[config.mk]
export PLATFORM = sky130hd
export DESIGN_NAME = bp_stats_apb
export DESIGN_NICKNAME = d
export VERILOG_FILES = /design/src/verilog/bp_apb_pkg.sv /design/src/verilog/bp_stats_apb.sv
export SDC_FILE = /design/constraint.sdc
export NUM_CORES = 1
export LEC_CHECK = 0
export BUFFER_PORTS_ARGS = -buffer_cell sky130_fd_sc_hd__buf_2
export CORE_ASPECT_RATIO = 0.8
export CORE_MARGIN = 5
export CORE_UTILIZATION = 54
export CTS_CLUSTER_SIZE = 14
export DETAILED_ROUTE_END_ITERATION = 16
export PLACE_DENSITY = 0.82
export RECOVER_POWER = 100
export REMOVE_ABC_BUFFERS = 1
export SLEW_MARGIN = 5
export SYNTH_ARGS = -nofsm -noshare
export SYNTH_HDL_FRONTEND = slang
export SYNTH_SLANG_ARGS = --single-unit
export TNS_END_PERCENT = 10
[constraint.sdc]
create_clock -name clock -period 2.3 [get_ports clock]
set_input_delay 0.23 -clock clock [delete_from_list [all_inputs] [get_ports clock]]
set_output_delay 0.23 -clock clock [all_outputs]
set_load 0.02 [all_outputs]
[src/verilog/bp_apb_pkg.sv]
package bp_apb_pkg;

  localparam int unsigned APB_ADDR_BITS = 8;
  localparam int unsigned APB_DATA_BITS = 32;

  // Width of every statistics counter
  localparam int unsigned STAT_BITS     = 32;

  // Register map, byte addresses
  typedef enum logic [APB_ADDR_BITS-1:0] {
    REG_PREDICTIONS = 8'h00,  // Used predictions
    REG_TRAINS      = 8'h04,  // Training events
    REG_TAKEN       = 8'h08,  // Taken trainings
    REG_RECOVERIES  = 8'h0C,  // Mispredict recoveries
    REG_CONTROL     = 8'h10   // Bit 0 clears all counters
  } stat_reg_e;

endpackage

[src/verilog/bp_stats_apb.sv]
`timescale 1ns/1ps

module bp_stats_apb (
  input  logic                                  clock,
  input  logic                                  reset,
  input  logic                                  predict_event_i,
  input  logic                                  train_event_i,
  input  logic                                  taken_event_i,
  input  logic                                  recover_event_i,
  input  logic                                  psel_i,
  input  logic                                  penable_i,
  input  logic                                  pwrite_i,
  input  logic [bp_apb_pkg::APB_ADDR_BITS-1:0]  paddr_i,
  input  logic [bp_apb_pkg::APB_DATA_BITS-1:0]  pwdata_i,
  output logic [bp_apb_pkg::APB_DATA_BITS-1:0]  prdata_o,
  output logic                                  pready_o,
  output logic                                  pslverr_o
);

  import bp_apb_pkg::*;

  logic [STAT_BITS-1:0] stat_count [4];
  logic [3:0]           stat_event;
  logic                 access;
  logic                 addr_mapped;
  logic                 addr_counter;
  logic                 clear;

  // Same order as the register map
  assign stat_event = {recover_event_i, taken_event_i, train_event_i, predict_event_i};

  assign access = psel_i & penable_i;
  assign clear  = access && pwrite_i && (paddr_i == REG_CONTROL) && pwdata_i[0];

  always_comb begin
    addr_mapped  = 1'b1;
    addr_counter = 1'b1;
    prdata_o     = '0;
    case (paddr_i)
      REG_PREDICTIONS: prdata_o = stat_count[0];
      REG_TRAINS:      prdata_o = stat_count[1];
      REG_TAKEN:       prdata_o = stat_count[2];
      REG_RECOVERIES:  prdata_o = stat_count[3];
      REG_CONTROL: begin
        addr_counter = 1'b0;  // Reads as zero
      end
      default: begin
        addr_mapped  = 1'b0;
        addr_counter = 1'b0;
      end
    endcase
  end

  assign pready_o  = 1'b1;  // No wait states
  assign pslverr_o = access & (~addr_mapped | (pwrite_i & addr_counter));

  // Wrapping counters, clear beats a same-cycle increment
  always_ff @(posedge clock) begin
    if (reset || clear) begin
      for (int i = 0; i < 4; i++) begin
        stat_count[i] <= '0;
      end
    end else begin
      for (int i = 0; i < 4; i++) begin
        if (stat_event[i]) begin
          stat_count[i] <= stat_count[i] + STAT_BITS'(1);
        end
      end
    end
  end

endmodule

==> impl_metrics.tcl <==
set metrics [dict create \
    run_status "finished clean" \
    detail_route.wirelength_mm 21.6 \
    placementRows 40 \
    synth-edff-count 128 \
    cts_sinks 128 \
    vias 7024 \
    yosys_register_bits 128 \
    power.share.switching 0.251 \
    hp-start "predict_event_i" \
    boundaryPins 83 \
    most_used_cells_in_the_layout_excluding_fill_and_tap_cells "128 x edfxtp_1, 63 x nor2_1, 57 x a21oi_1" \
    fin_nets 908 \
    min_period_over_period 0.957 \
    gp_congestion 0.883 \
    groute.layer.met2.usage 0.394 \
    power_report.internal_total_mw 4.57 \
    worst-r2r-cell-count 5 \
    grt_first_pass_wirelength_mm 34.1 \
    cts-buffers-inserted 17 \
    met3_resource_use_gr 0.0468 \
    total_track_usage 0.246 \
    crit_type "reg2reg" \
    clk_root_buffer_cell "clkbuf_16" \
    path_delay_family "simple AND/OR/NAND/NOR gates" \
    post_route_setup_tns_ps 0 \
    skew_ps 6.73 \
    die_height_um 121 \
    h_tree_levels 4 \
    port-buffer-count 50 \
    timing.slew.headroom 0.485 \
    max_freq_ghz 0.454 \
    cp.required_ps 2580 \
    setup_viol 0 \
    groute.layer.met1.usage 0.342 \
    power_frac_clock 0.426 \
    clk_transition_reported_paths_ps 60 \
    dieWidth_um 148 \
    yosys.cell_types.count 43 \
    core_footprint_um2 15000 \
    cts_hold_buf 0 \
    worst_reg_to_reg_setup_slack_ps 100 \
    tightest_slew_ps 773 \
    drt_first_pass_iters 6 \
    netSwitchingPower_mw 1.53 \
    min_period_ps 2200 \
    p_comb_frac 0.091 \
    finalHoldViolCount 0 \
    holdCritPathClass "in2reg" \
    clock_insertion_delay_worst_skew_ps 430 \
    ff_latch_area_um2 3840 \
    multi_input_comb_area_um2 4170 \
    power_frac_seq 0.483 \
    avgSynthCellArea_um2 10.6 \
    path_buf_inv 0 \
    synth-async-reset-ratio 0 \
    largest_reg_flops 128 \
    drive_gt1_frac 0.160 \
    post_detailed_placement_half_perimeter_wirelength_mm 15.4 \
    synth_flop_cell "edfxtp_1" \
    initial_antenna_violation_count 0 \
    p_leak_nw 2.96 \
    rsz_0062_raised_after_global_routing "no" \
    cellPowerDensity_nw_per_um2 645 \
    maxCapViolCount 0 \
    overflow 0 \
    arrival_ps 2480 \
    antenna_left 0 \
    mostFrequentLayoutCell "edfxtp_1" \
    wire_per_inst_um 20.5 \
    drc_errors 0 \
    syn2layout_area_growth_pct 14.5 \
    syn-instance-count 778 \
    fillers 1181 \
    worstHoldPathCells 2 \
    critPathCaptureType "register" \
    min_to "stat_count[0][4]" \
    top_usage_layer "met2" \
    vias_per_cell 6.64 \
    cts.path.max_buffers 2 \
    biggestRegsByFlops "stat_count (128)" \
    initial_utilization 0.550 \
    critical_path.startpoint_type "register" \
    regMostFlops "stat_count" \
    reg2reg_from "stat_count[2][1]" \
    critical_path.slowest_cell "or4_4" \
    critical_path.cell_chain "ha_1 -> nand3_1 -> or4_4 -> nor4_1 -> mux2i_1" \
    grt_max_degree 34 \
    tritoncts_clock_tree "built" \
    vdd_ir_drop_max_mv 0.564 \
    crit_path_max_fanout 15 \
    timing.rr.end "stat_count[2][30]" \
    synth-warning-count 0 \
    number_of_global_route_vias_before_repair 6450 \
    die_area_um2 17900 \
    detail_route.iter0.violations 951 \
    timing_max_transition_violations_final 0 \
    post-layout-total-power_mw 6.09 \
    cpPeakStageDelay_ps 640 \
    ys_seq_area_frac 0.466 \
    syn_area_um2 8250 \
]
[power by group through the flow]
stage | sequential [mW] | clock, mW | combinational [mW]
final | 2.95 | 2.59 | 0.555
after global routing | 2.96 | 2.71 | 0.603
after CTS | 2.93 | 2.60 | 0.570
after detailed placement | 2.98 | 0 | 0.567
after global placement | 2.96 | 0 | 0.548
after floorplan | 2.92 | 0 | 0.323
[per-stage QoR]
| stage | setup WS (ps) | instances | hold slack (ps) | utilization | area, um^2 |
|---|---|---|---|---|---|
| after floorplan | -932 | 734 | 453 | - | 8060 |
| after global placement | 204 | 1025 | 625 | 0.599 | 9000 |
| after detailed placement | 107 | 1025 | 639 | 0.599 | 9000 |
| after CTS | 87.8 | 1057 | 192 | 0.636 | 9550 |
| after global routing | 32.4 | 1057 | 207 | 0.629 | 9450 |
| final | 98.2 | 1058 | 199 | 0.629 | 9450 |
[cell families after synthesis]
kind of cell,after synthesis,share of synthesized area
muxes,41,0.0982
AOI/OAI and AO/OA,118,0.0838
xor gates and xnor gates,53,0.0562
DFF,128,0.466
adders and majority gates,4,0.00606
buffers and inverters,59,0.0300
other,1,0.000454
and+or+nand+nor,374,0.259
[per-layer routing]
metal	routed length [um]	up-vias	part of all wire
met1	8830	3437	0.41
met4	375	0	0.017
met5	0	-	0
li1	-	3202	-
met2	10500	348	0.48
met3	1970	37	0.091
[worst reg2reg max path, cell delays in order (launching register included)]
cell,delay [ps]
edfxtp_1,440
ha_1,220
nand3_1,140
or4_4,640
nor4_1,360
mux2i_1,240
[synthesized netlist by cell type (17+ instances only)]
cell type  number  area, um^2
mux4_2         32         721
or3_1          24         150
nor2b_1        32         200
or4_1          42         315
xor2_1         17         149
o21ai_0        22         110
edfxtp_1      128        3840
nand4_1        27         169
nand3_1        55         275
nor2_1         63         236
o31ai_1        35         263
a21oi_1        57         285
nand2_1        47         176
clkbuf_1       26        97.6
xnor2_1        36         315
[area by class of cell]
cell class	count	area share
Sequential cell	128	0.407
Timing Repair Buffer	102	0.0618
Inverter	15	0.00596
Multi-Input combinational cell	591	0.441
Clock inverter	13	0.0128
Antenna cell	1	0.000265
Tap cell	189	0.0250
Clock buffer	19	0.0458
[how the worst max path moves through the flow]
stage,slack [ps],from,cells after the start,endpoint
after floorplan,-930,paddr_i[4],3,stat_count[0][0]
after global placement,200,stat_count[2][1],5,stat_count[2][30]
after detailed placement,110,stat_count[3][1],5,stat_count[3][26]
after CTS,90,stat_count[3][1],5,stat_count[3][26]
after global routing,30,paddr_i[0],6,stat_count[2][27]
final,100,stat_count[2][1],5,stat_count[2][30]
[repair_timing]
action	4_1_cts	5_1_grt
gates resized for setup	0	3
buffers inserted	0	0
endpoints found under the hold margin	0	0
setup endpoints to repair	0	4
Power figures use the tool's default switching activity.
